File: config.mk
export PLATFORM = sky130hd
export DESIGN_NAME = ctrlTop
export DESIGN_NICKNAME = d
export VERILOG_FILES = /design/src/logic/armIsaPkg.sv /design/src/logic/ctrlPkg.sv /design/src/logic/instrDecoder.sv /design/src/logic/condCheck.sv /design/src/logic/execStage.sv /design/src/logic/memWbStages.sv /design/src/logic/flagReg.sv /design/src/logic/ctrlTop.sv
export SDC_FILE = /design/constraint.sdc
export NUM_CORES = 1
export LEC_CHECK = 0
export BUFFER_PORTS_ARGS = -buffer_cell sky130_fd_sc_hd__buf_2
export CAP_MARGIN = 20
export CELL_PAD_IN_SITES_DETAIL_PLACEMENT = 1
export CELL_PAD_IN_SITES_GLOBAL_PLACEMENT = 2
export CORE_ASPECT_RATIO = 1.75
export CORE_UTILIZATION = 25
export CTS_CLUSTER_SIZE = 14
export DETAILED_ROUTE_END_ITERATION = 12
export GPL_ROUTABILITY_DRIVEN = 0
export PLACE_DENSITY_LB_ADDON = 0.1
export SYNTH_ARGS = -nofsm -noshare
export SYNTH_HDL_FRONTEND = slang
export SYNTH_SLANG_ARGS = --single-unit
File: constraint.sdc
create_clock -name clk -period 4.2 [get_ports clk]
set_clock_uncertainty 0.05 [all_clocks]
set_input_delay 1.05 -clock clk [delete_from_list [all_inputs] [get_ports clk]]
set_output_delay 1.05 -clock clk [all_outputs]
set_load 0.005 [all_outputs]
File: src/logic/armIsaPkg.sv
package armIsaPkg;

  localparam int InstrWidth = 32;  // Fixed ARM word

  // =========================================================================
  // Field positions
  // =========================================================================
  localparam int CondMsb     = 31;
  localparam int CondLsb     = 28;
  localparam int ClassMsb    = 27;  // Major class bits 27:25
  localparam int ClassLsb    = 25;
  localparam int IBit        = 25;  // Immediate / register offset select
  localparam int OpMsb       = 24;  // DP opcode
  localparam int OpLsb       = 21;
  localparam int UBit        = 23;  // Offset up / down
  localparam int BBit        = 22;  // Byte / word
  localparam int LBit        = 20;  // Load / store
  localparam int SBit        = 20;  // Set flags, same slot as L
  localparam int RdMsb       = 15;
  localparam int RdLsb       = 12;
  localparam int ShiftRegBit = 4;   // Set for reg-shifted-reg and extra encodings

  localparam logic [3:0] PcIndex   = 4'hF;  // R15
  localparam logic [3:0] CondNever = 4'hF;  // Unused in this core

  // Condition field
  typedef enum logic [3:0] {
    condEq, condNe, condCs, condCc, condMi, condPl, condVs, condVc,
    condHi, condLs, condGe, condLt, condGt, condLe, condAl
  } condCode_t;

  // Data processing opcodes, bits 24:21
  typedef enum logic [3:0] {
    aluAnd, aluEor, aluSub, aluRsb, aluAdd, aluAdc, aluSbc, aluRsc,
    aluTst, aluTeq, aluCmp, aluCmn, aluOrr, aluMov, aluBic, aluMvn
  } aluOp_t;

  typedef enum logic [2:0] {
    dataReg, dataImm, loadStore, branch, unsupported
  } instrClass_t;

  typedef struct packed {
    logic n;
    logic z;
    logic c;
    logic v;
  } nzcv_t;

endpackage

File: src/logic/ctrlPkg.sv
package ctrlPkg;

  localparam int ByteLanes = 4;  // Lanes per data word

  // Decoded word, Decode into Execute
  typedef struct packed {
    armIsaPkg::condCode_t condition;
    logic                 aluSrc;      // 1 = immediate operand B
    armIsaPkg::aluOp_t    aluControl;
    logic                 setFlags;    // S bit
    logic                 branch;
    logic                 regWrite;
    logic                 memWrite;
    logic                 memtoReg;
    logic                 pcSrc;       // Writes R15
    logic                 byteAccess;  // LDRB / STRB
  } execCtrl_t;

  // Condition-gated word, Execute into Memory
  typedef struct packed {
    logic             regWrite;
    logic             memWrite;
    logic             memtoReg;
    logic             pcSrc;
    logic             byteAccess;
    logic [1:0]       byteOffset;  // Low address bits
    logic             setFlags;
    armIsaPkg::nzcv_t flagsNext;
  } memCtrl_t;

  // Writeback outputs
  typedef struct packed {
    logic             regWrite;
    logic             memtoReg;
    logic             pcSrc;
    logic             loadByte;    // Byte load, datapath picks the lane
    logic [1:0]       byteOffset;
    logic             setFlags;
    armIsaPkg::nzcv_t flagsNext;
  } wbCtrl_t;

  typedef struct packed {
    logic [1:0] regSrc;
    logic [1:0] immSrc;
  } decodeOut_t;

endpackage

File: src/logic/instrDecoder.sv
module instrDecoder (
  input  logic [armIsaPkg::InstrWidth-1:0] instrD,
  output ctrlPkg::decodeOut_t              decodeD,
  output ctrlPkg::execCtrl_t               ctrlD
);
  import armIsaPkg::*;

  instrClass_t instrClass;
  logic [3:0]  opcode;
  logic        compareOp;  // TST TEQ CMP CMN
  logic        miscSpace;  // Compare opcodes without S hold MSR, MRS, BX
  logic        loadOp;

  assign opcode    = instrD[OpMsb:OpLsb];
  assign compareOp = (opcode[3:2] == 2'b10);
  assign miscSpace = compareOp && !instrD[SBit];
  assign loadOp    = instrD[LBit];

  // =========================================================================
  // Classification
  // =========================================================================
  always_comb begin : classify
    instrClass = unsupported;
    case (instrD[ClassMsb:ClassLsb])
      3'b000: if (!instrD[ShiftRegBit] && !miscSpace) instrClass = dataReg;  // No mul, halfword
      3'b001: if (!miscSpace) instrClass = dataImm;
      3'b010: instrClass = loadStore;  // Immediate offset
      3'b011: if (!instrD[ShiftRegBit]) instrClass = loadStore;  // Register offset
      3'b101: instrClass = branch;
      default: instrClass = unsupported;  // LDM/STM, coproc, SWI
    endcase
    if (instrD[CondMsb:CondLsb] == CondNever) begin
      instrClass = unsupported;
    end
  end

  // =========================================================================
  // Control word
  // =========================================================================
  always_comb begin : fill
    ctrlD   = '0;
    decodeD = '0;
    case (instrClass)
      dataReg, dataImm: begin
        ctrlD.aluSrc     = (instrClass == dataImm);
        ctrlD.aluControl = aluOp_t'(opcode);
        ctrlD.setFlags   = instrD[SBit];
        ctrlD.regWrite   = !compareOp;  // Compares only touch flags
      end
      loadStore: begin
        ctrlD.aluSrc     = !instrD[IBit];  // I clear means 12-bit immediate
        ctrlD.aluControl = instrD[UBit] ? aluAdd : aluSub;
        ctrlD.byteAccess = instrD[BBit];
        ctrlD.regWrite   = loadOp;
        ctrlD.memtoReg   = loadOp;
        ctrlD.memWrite   = !loadOp;
        decodeD.regSrc   = {!loadOp, 1'b0};  // Store reads Rd as data
        decodeD.immSrc   = 2'b01;
      end
      branch: begin
        ctrlD.aluSrc     = 1'b1;
        ctrlD.aluControl = aluAdd;  // PC + offset
        ctrlD.branch     = 1'b1;
        decodeD.regSrc   = 2'b01;  // Base is PC
        decodeD.immSrc   = 2'b10;
      end
      default: ;  // Cleared word
    endcase
    if (instrClass != unsupported) begin
      ctrlD.condition = condCode_t'(instrD[CondMsb:CondLsb]);
    end
    // Branch or any write to R15 redirects fetch
    ctrlD.pcSrc = ctrlD.branch || (ctrlD.regWrite && instrD[RdMsb:RdLsb] == PcIndex);
  end

  // Memory and register ports never fire for one instruction
  always_comb begin : exclusiveWrite
    assert (!(ctrlD.memWrite && ctrlD.regWrite))
      else $error("decoder raised memWrite and regWrite together");
  end

endmodule

File: src/logic/condCheck.sv
module condCheck (
  input  armIsaPkg::condCode_t cond,
  input  armIsaPkg::nzcv_t     flagsE,     // Forwarded NZCV
  input  armIsaPkg::nzcv_t     aluFlagsE,  // Flags from this ALU op
  input  logic                 setFlags,
  output logic                 condEx,
  output armIsaPkg::nzcv_t     flagsNext
);
  import armIsaPkg::*;

  logic n;
  logic z;
  logic c;
  logic v;

  assign n = flagsE.n;
  assign z = flagsE.z;
  assign c = flagsE.c;
  assign v = flagsE.v;

  // =========================================================================
  // ARM condition table
  // =========================================================================
  always_comb begin
    case (cond)
      condEq:  condEx = z;
      condNe:  condEx = !z;
      condCs:  condEx = c;
      condCc:  condEx = !c;
      condMi:  condEx = n;
      condPl:  condEx = !n;
      condVs:  condEx = v;
      condVc:  condEx = !v;
      condHi:  condEx = c && !z;         // Unsigned higher
      condLs:  condEx = !c || z;
      condGe:  condEx = (n == v);        // Signed
      condLt:  condEx = (n != v);
      condGt:  condEx = !z && (n == v);
      condLe:  condEx = z || (n != v);
      condAl:  condEx = 1'b1;
      default: condEx = 1'b0;            // NV slot
    endcase
  end

  // Flags move only for an executed S instruction
  assign flagsNext = (setFlags && condEx) ? aluFlagsE : flagsE;

endmodule

File: src/logic/execStage.sv
module execStage (
  input  logic                             clk,
  input  logic                             rstN,
  input  logic                             stallE,
  input  logic                             flushE,
  input  ctrlPkg::execCtrl_t               ctrlD,
  input  armIsaPkg::nzcv_t                 flagsE,
  input  armIsaPkg::nzcv_t                 aluFlagsE,
  input  logic [1:0]                       aluResultLowE,  // Address bits 1:0
  output logic                             aluSrcE,
  output armIsaPkg::aluOp_t                aluControlE,
  output logic                             branchTakenE,
  output logic                             pcSrcE,         // Ungated, for hazard side
  output ctrlPkg::memCtrl_t                ctrlM,
  output logic [ctrlPkg::ByteLanes-1:0]    byteMaskE
);
  import armIsaPkg::*;
  import ctrlPkg::*;

  execCtrl_t ctrlE;
  nzcv_t     flagsNextE;
  logic      condEx;

  // =========================================================================
  // Execute register
  // =========================================================================
  always_ff @(posedge clk) begin
    if (!rstN) begin
      ctrlE <= '0;
    end else if (!stallE) begin
      ctrlE <= flushE ? '0 : ctrlD;  // Bubble on flush
    end
  end

  condCheck condUnit (
    .cond      (ctrlE.condition),
    .flagsE    (flagsE),
    .aluFlagsE (aluFlagsE),
    .setFlags  (ctrlE.setFlags),
    .condEx    (condEx),
    .flagsNext (flagsNextE)
  );

  assign aluSrcE      = ctrlE.aluSrc;
  assign aluControlE  = ctrlE.aluControl;
  assign branchTakenE = ctrlE.branch && condEx;
  assign pcSrcE       = ctrlE.pcSrc;

  // Store lanes, only for an executed store
  always_comb begin
    byteMaskE = '0;
    if (ctrlE.memWrite && condEx) begin
      if (ctrlE.byteAccess) begin
        byteMaskE[aluResultLowE] = 1'b1;  // STRB hits one lane
      end else begin
        byteMaskE = '1;                   // STR writes the whole word
      end
    end
  end

  // Side effects gated by the condition result
  always_comb begin
    ctrlM            = '0;
    ctrlM.regWrite   = ctrlE.regWrite && condEx;
    ctrlM.memWrite   = ctrlE.memWrite && condEx;
    ctrlM.memtoReg   = ctrlE.memtoReg;
    ctrlM.pcSrc      = ctrlE.pcSrc && condEx;
    ctrlM.byteAccess = ctrlE.byteAccess;
    ctrlM.byteOffset = aluResultLowE;
    ctrlM.setFlags   = ctrlE.setFlags && condEx;
    ctrlM.flagsNext  = flagsNextE;
  end

  // Byte store leaves Execute with exactly one lane
  assert property (@(posedge clk) disable iff (!rstN)
    (ctrlM.memWrite && ctrlM.byteAccess) |-> $onehot(byteMaskE))
    else $error("byte store mask 0x%h is not one-hot", byteMaskE);

endmodule

File: src/logic/memWbStages.sv
module memWbStages (
  input  logic                             clk,
  input  logic                             rstN,
  input  logic                             stallM,
  input  logic                             stallW,
  input  logic                             flushW,
  input  ctrlPkg::memCtrl_t                ctrlM,      // Execute result
  input  logic [ctrlPkg::ByteLanes-1:0]    byteMaskE,
  output logic                             memWriteM,
  output logic [ctrlPkg::ByteLanes-1:0]    byteMaskM,
  output logic                             pcSrcM,
  output logic                             setFlagsM,
  output armIsaPkg::nzcv_t                 flagsNextM,
  output ctrlPkg::wbCtrl_t                 wbW
);
  import ctrlPkg::*;

  memCtrl_t memQ;
  wbCtrl_t  wbNext;

  // =========================================================================
  // Memory register with stall and no flush
  // =========================================================================
  always_ff @(posedge clk) begin
    if (!rstN) begin
      memQ      <= '0;
      byteMaskM <= '0;
    end else if (!stallM) begin
      memQ      <= ctrlM;
      byteMaskM <= byteMaskE;
    end
  end

  assign memWriteM  = memQ.memWrite;
  assign pcSrcM     = memQ.pcSrc;
  assign setFlagsM  = memQ.setFlags;
  assign flagsNextM = memQ.flagsNext;

  always_comb begin
    wbNext.regWrite   = memQ.regWrite;
    wbNext.memtoReg   = memQ.memtoReg;
    wbNext.pcSrc      = memQ.pcSrc;
    wbNext.loadByte   = memQ.byteAccess && memQ.memtoReg;  // LDRB
    wbNext.byteOffset = memQ.byteOffset;
    wbNext.setFlags   = memQ.setFlags;
    wbNext.flagsNext  = memQ.flagsNext;
  end

  // Writeback register
  always_ff @(posedge clk) begin
    if (!rstN) begin
      wbW <= '0;
    end else if (!stallW) begin
      wbW <= flushW ? '0 : wbNext;
    end
  end

  // Flushed instruction never reaches the register file
  assert property (@(posedge clk) disable iff (!rstN)
    (flushW && !stallW) |=> !wbW.regWrite)
    else $error("regWrite in Writeback after flushW");

endmodule

File: src/logic/flagReg.sv
module flagReg #(
  parameter logic [3:0] ResetFlags = 4'h0
) (
  input  logic              clk,
  input  logic              rstN,
  input  logic              stallW,
  input  logic              setFlagsM,
  input  armIsaPkg::nzcv_t  flagsNextM,
  input  ctrlPkg::wbCtrl_t  wbW,
  output armIsaPkg::nzcv_t  flagsE,  // To condition check
  output armIsaPkg::nzcv_t  flags    // Architectural NZCV
);

  always_ff @(posedge clk) begin
    if (!rstN) begin
      flags <= ResetFlags;
    end else if (wbW.setFlags && !stallW) begin
      flags <= wbW.flagsNext;  // Commit in Writeback
    end
  end

  // Youngest pending writer wins
  assign flagsE = setFlagsM    ? flagsNextM :
                  wbW.setFlags ? wbW.flagsNext :
                                 flags;

endmodule

File: src/logic/ctrlTop.sv
module ctrlTop #(
  parameter logic [3:0] ResetFlags = 4'h0
) (
  input  logic                             clk,
  input  logic                             rstN,
  input  logic [armIsaPkg::InstrWidth-1:0] instrD,
  input  armIsaPkg::nzcv_t                 aluFlagsE,
  input  logic [1:0]                       aluResultLowE,
  input  logic                             stallE,
  input  logic                             flushE,
  input  logic                             stallM,
  input  logic                             stallW,
  input  logic                             flushW,
  output ctrlPkg::decodeOut_t              decodeD,
  output logic                             aluSrcE,
  output armIsaPkg::aluOp_t                aluControlE,
  output logic                             branchTakenE,
  output logic                             memWriteM,
  output logic [3:0]                       byteMaskM,
  output ctrlPkg::wbCtrl_t                 wbW,
  output armIsaPkg::nzcv_t                 flags,
  output logic                             pcWrPending
);
  import armIsaPkg::*;
  import ctrlPkg::*;

  execCtrl_t             ctrlD;
  memCtrl_t              ctrlM;
  nzcv_t                 flagsE;
  nzcv_t                 flagsNextM;
  logic [ByteLanes-1:0]  byteMaskE;
  logic                  pcSrcE;
  logic                  pcSrcM;
  logic                  setFlagsM;

  // =========================================================================
  // Decode to Writeback
  // =========================================================================
  instrDecoder decoder (
    .instrD  (instrD),
    .decodeD (decodeD),
    .ctrlD   (ctrlD)
  );

  execStage execute (
    .clk           (clk),
    .rstN          (rstN),
    .stallE        (stallE),
    .flushE        (flushE),
    .ctrlD         (ctrlD),
    .flagsE        (flagsE),
    .aluFlagsE     (aluFlagsE),
    .aluResultLowE (aluResultLowE),
    .aluSrcE       (aluSrcE),
    .aluControlE   (aluControlE),
    .branchTakenE  (branchTakenE),
    .pcSrcE        (pcSrcE),
    .ctrlM         (ctrlM),
    .byteMaskE     (byteMaskE)
  );

  memWbStages memWb (
    .clk        (clk),
    .rstN       (rstN),
    .stallM     (stallM),
    .stallW     (stallW),
    .flushW     (flushW),
    .ctrlM      (ctrlM),
    .byteMaskE  (byteMaskE),
    .memWriteM  (memWriteM),
    .byteMaskM  (byteMaskM),
    .pcSrcM     (pcSrcM),
    .setFlagsM  (setFlagsM),
    .flagsNextM (flagsNextM),
    .wbW        (wbW)
  );

  flagReg #(
    .ResetFlags (ResetFlags)
  ) status (
    .clk        (clk),
    .rstN       (rstN),
    .stallW     (stallW),
    .setFlagsM  (setFlagsM),
    .flagsNextM (flagsNextM),
    .wbW        (wbW),
    .flagsE     (flagsE),
    .flags      (flags)
  );

  assign pcWrPending = ctrlD.pcSrc || pcSrcE || pcSrcM;  // Hold fetch until PC settles

endmodule

==> impl_metrics.csv <==
group,metric,value,unit
run_status,status,"finished, violations left",
run_status,violations,"DRC",
clock_network,clk_pin_slew,0.07,ns
synth,synth_flop_cell,"dfxtp_1",
synth,synth_edf_count,0,
synth,avgSynthCellArea,8.44,um^2
synth,yosys_register_bits,47,
hold_path,hold_path.class,"reg2reg",
finish,area_growth,20.0,%
power_and_ir_drop,combPwrFrac,0.089,
synth,synth_common_cells,"dfxtp_1, nor2b_1, a21oi_1",
finish,utilization,0.307,
floorplanning,core-area,9850,um^2
grt,grt_pass1_vias,2411,
grt,overflow,0,
critical_path,crit_family,"simple AND/OR/NAND/NOR gates",
synth,synth_top_area_frac,0.374,
critical_path,crit_type,"reg2out",
sta,tightest_slew,0.789,ns
clock_network,htree_levels,2,
clock_network,cts-root-buf,"clkbuf_16",
power_and_ir_drop,p_clk_frac,0.423,
detailed_routing,viasPerCell,5.03,
finish,fillers,1207,
sta,final_hold_viol_count,0,
detailed_routing,wl_per_cell,16.8,um
critical_path,crit_fanout,20,
grt,met2_usage,0.305,
floorplanning,start_util,0.255,
detailed_routing,drc_errors,1,
clock_network,cts_hold_buffers,0,
grt,grt_use_met3,0.0284,
clock_network,post_cts.repair.setup_buffers,0,
detailed_routing,wl,7.90,mm
finish,drive_gt1_frac,0.243,
power_and_ir_drop,p_switching,0.234,mW
synth,async_flop_share,0,
sta,slew_violations,0,
sta,fin_crit_sh,0.934,
grt,grt_use_total,0.160,
clock_network,tritoncts,"built",
detailed_routing,dr.pass1.iters,8,
power_and_ir_drop,p_sw_frac,0.248,
synth,synth_cell_types,52,
detailed_routing,drtIter0Drc,86,
floorplanning,die_w,77.8,um
synth,syn_nets,343,
grt,grt_use_met1,0.170,
clock_network,clock_sinks,47,
critical_path,arrival,2.82,ns
power_and_ir_drop,p_per_area,312,nW/um^2
sta,setup_violations,0,
clock_network,ctsResizeCount,0,
sta,min_period,3.92,ns
floorplanning,die_y,135,um
floorplanning,ioPinCount,76,
power_and_ir_drop,p_int,0.707,mW
finish,insertedDiodeCount,0,
placement,portBuffers,60,
floorplanning,dieArea,10500,um^2
power_and_ir_drop,p_seq_frac,0.488,
synth,yosys.area.top_type,"dfxtp_1",
critical_path,crit_buf_inv,1,
critical_path,slowest_delay,0.72,ns
synth,netlist_area,2520,um^2
critical_path,cp.required,3.10,ns
flow_run,maxCapViolations,0,
clock_network,clock_latency,0.29,ns
clock_network,clk_path_buf_depth,2,
critical_path,worst_setup_path_end_kind,"primary output",
finish,fin_nets,389,
detailed_routing,postRouteAntennaNets,0,
synth,syn_inst,298,
sta,max-slew-margin-rel,0.474,
grt,grt_antenna_before_repair,0,
synth,yosys.cell_count.top_type,"dfxtp_1",
synth,synth_area_leaders,"dfxtp_1, nor2b_1, a22oi_1",
detailed_routing,via_count,2366,
sta,fmax,255,MHz
grt,grt_max_degree,49,
power_and_ir_drop,peakVddDrop,0.145,mV
power_and_ir_drop,p_leak,1.20,nW
grt,busiest_layer,"met2",
critical_path,startpoint_type,"register",
placement,dp_hpwl,5.97,mm
power_and_ir_drop,power,0.941,mW
sta,fin_tns_setup,0,ns
critical_path,path_cells,"nand2b_1 -> o21ai_1 -> mux2_2 -> or4b_1 -> and4_4 -> nand2_2 -> and2_1 -> buf_2",
sta,grt_setup_unrepaired,"no",
critical_path,slowest_stage,"dfxtp_1",
grt,grt_pass1_wl,12.7,mm
synth,synth_warnings,0,
clock_network,cts_buffers,5,
synth,seq_area_frac_synth,0.374,
floorplanning,rows,48,
## logic make-up (layout without fill, tap and decap cells)
kind of cell | after synthesis | count (layout) | share of synthesized area
multiplexers | 13 | 13 | 0.0562
buffers and inverters | 33 | 80 | 0.0602
flip-flops | 47 | 47 | 0.374
AND/OR/NAND/NOR | 124 | 124 | 0.290
AO/OA/AOI/OAI | 81 | 81 | 0.219
## state kept, by name (all words and copies together), names as in the netlist
signal	count
memWb.byteMaskM	4
execute.aluControlE	4
execute.ctrlM	2
execute.pcSrcE	1
memWb.pcSrcM	1
execute.ctrlE	8
memWb.memWriteM	1
memWb.flagsNextM	4
memWb.memQ	5
status.flags	4
memWb.setFlagsM	1
execute.aluSrcE	1
memWb.wbW	11
## area by class of cell
cell class                      instances  area, um^2  area share
Clock buffer                            6         129      0.0427
Inverter                                9        33.8      0.0112
Tap cell                              125         156      0.0518
Clock inverter                          2        12.5     0.00414
Timing Repair Buffer                   63         323       0.107
Sequential cell                        47         941       0.312
Multi-Input combinational cell        218        1420       0.472
## per-layer routing
metal  routed length, um  share of wire  vias up
met1                3160           0.40     1159
met4                 121          0.015        0
met2                4360           0.55       43
met5                   0              0        -
met3                 266          0.034        8
li1                    -              -     1156
## cells in the final DEF (no fill, tap or decap), drive strengths merged, types with 5 or more instances in the layout
master and instances:
nand2b 7, o21ai 15, a21oi 19, clkbuf 6
buf 63, and4 5, mux2i 10, and3 7
o211ai 7, nor2b 39, nor3b 8, a22oi 14
nand2 18, dfxtp 47, nor3 7, a31o 5
a211oi 6, nor2 15, inv 8
## worst paths after layout
path	startpoint	to	slack [ns]	depth (start not counted)
setup / recovery	memWb.setFlagsM	branchTakenE	0.28	8
hold / removal	execute.aluControlE[2]	execute.aluControlE[2]	0.43	2
setup reg to reg	memWb.setFlagsM	memWb.byteMaskM[3]	1.45	8
hold reg to reg	execute.aluControlE[2]	execute.aluControlE[2]	0.43	2
## power by group through the flow
stage | Clock (mW) | Sequential, mW | Combinational, mW
after floorplan | 0 | 0.465 | 0.0505
after global placement | 0 | 0.470 | 0.0841
final | 0.398 | 0.459 | 0.0833
after global routing | 0.432 | 0.460 | 0.0932
after CTS | 0.418 | 0.459 | 0.0847
after detailed placement | 0 | 0.470 | 0.0845
## per-stage QoR
step / cells / cell area, um^2 / hold WS [ns] / setup WS (ns)
CTS: 470 / 3020 / 0.438 / 0.241
finish: 470 / 3020 / 0.429 / 0.276
global placement: 462 / 2880 / 0.413 / 0.585
detailed placement: 462 / 2880 / 0.426 / 0.558
global route: 470 / 3020 / 0.468 / 0.108
floorplan: 298 / 2520 / 0.398 / 0.833
## worst register-to-register path: cells and delay by family, from the launching register on
kind | cells | cell delay, ns
AOI/OAI and AO/OA | 2 | 0.41
muxes | 1 | 0.38
buffers and inverters | 1 | 0.18
and+or+nand+nor | 4 | 0.96
DFF | 1 | 0.72
(Power assumes the default switching activity.)
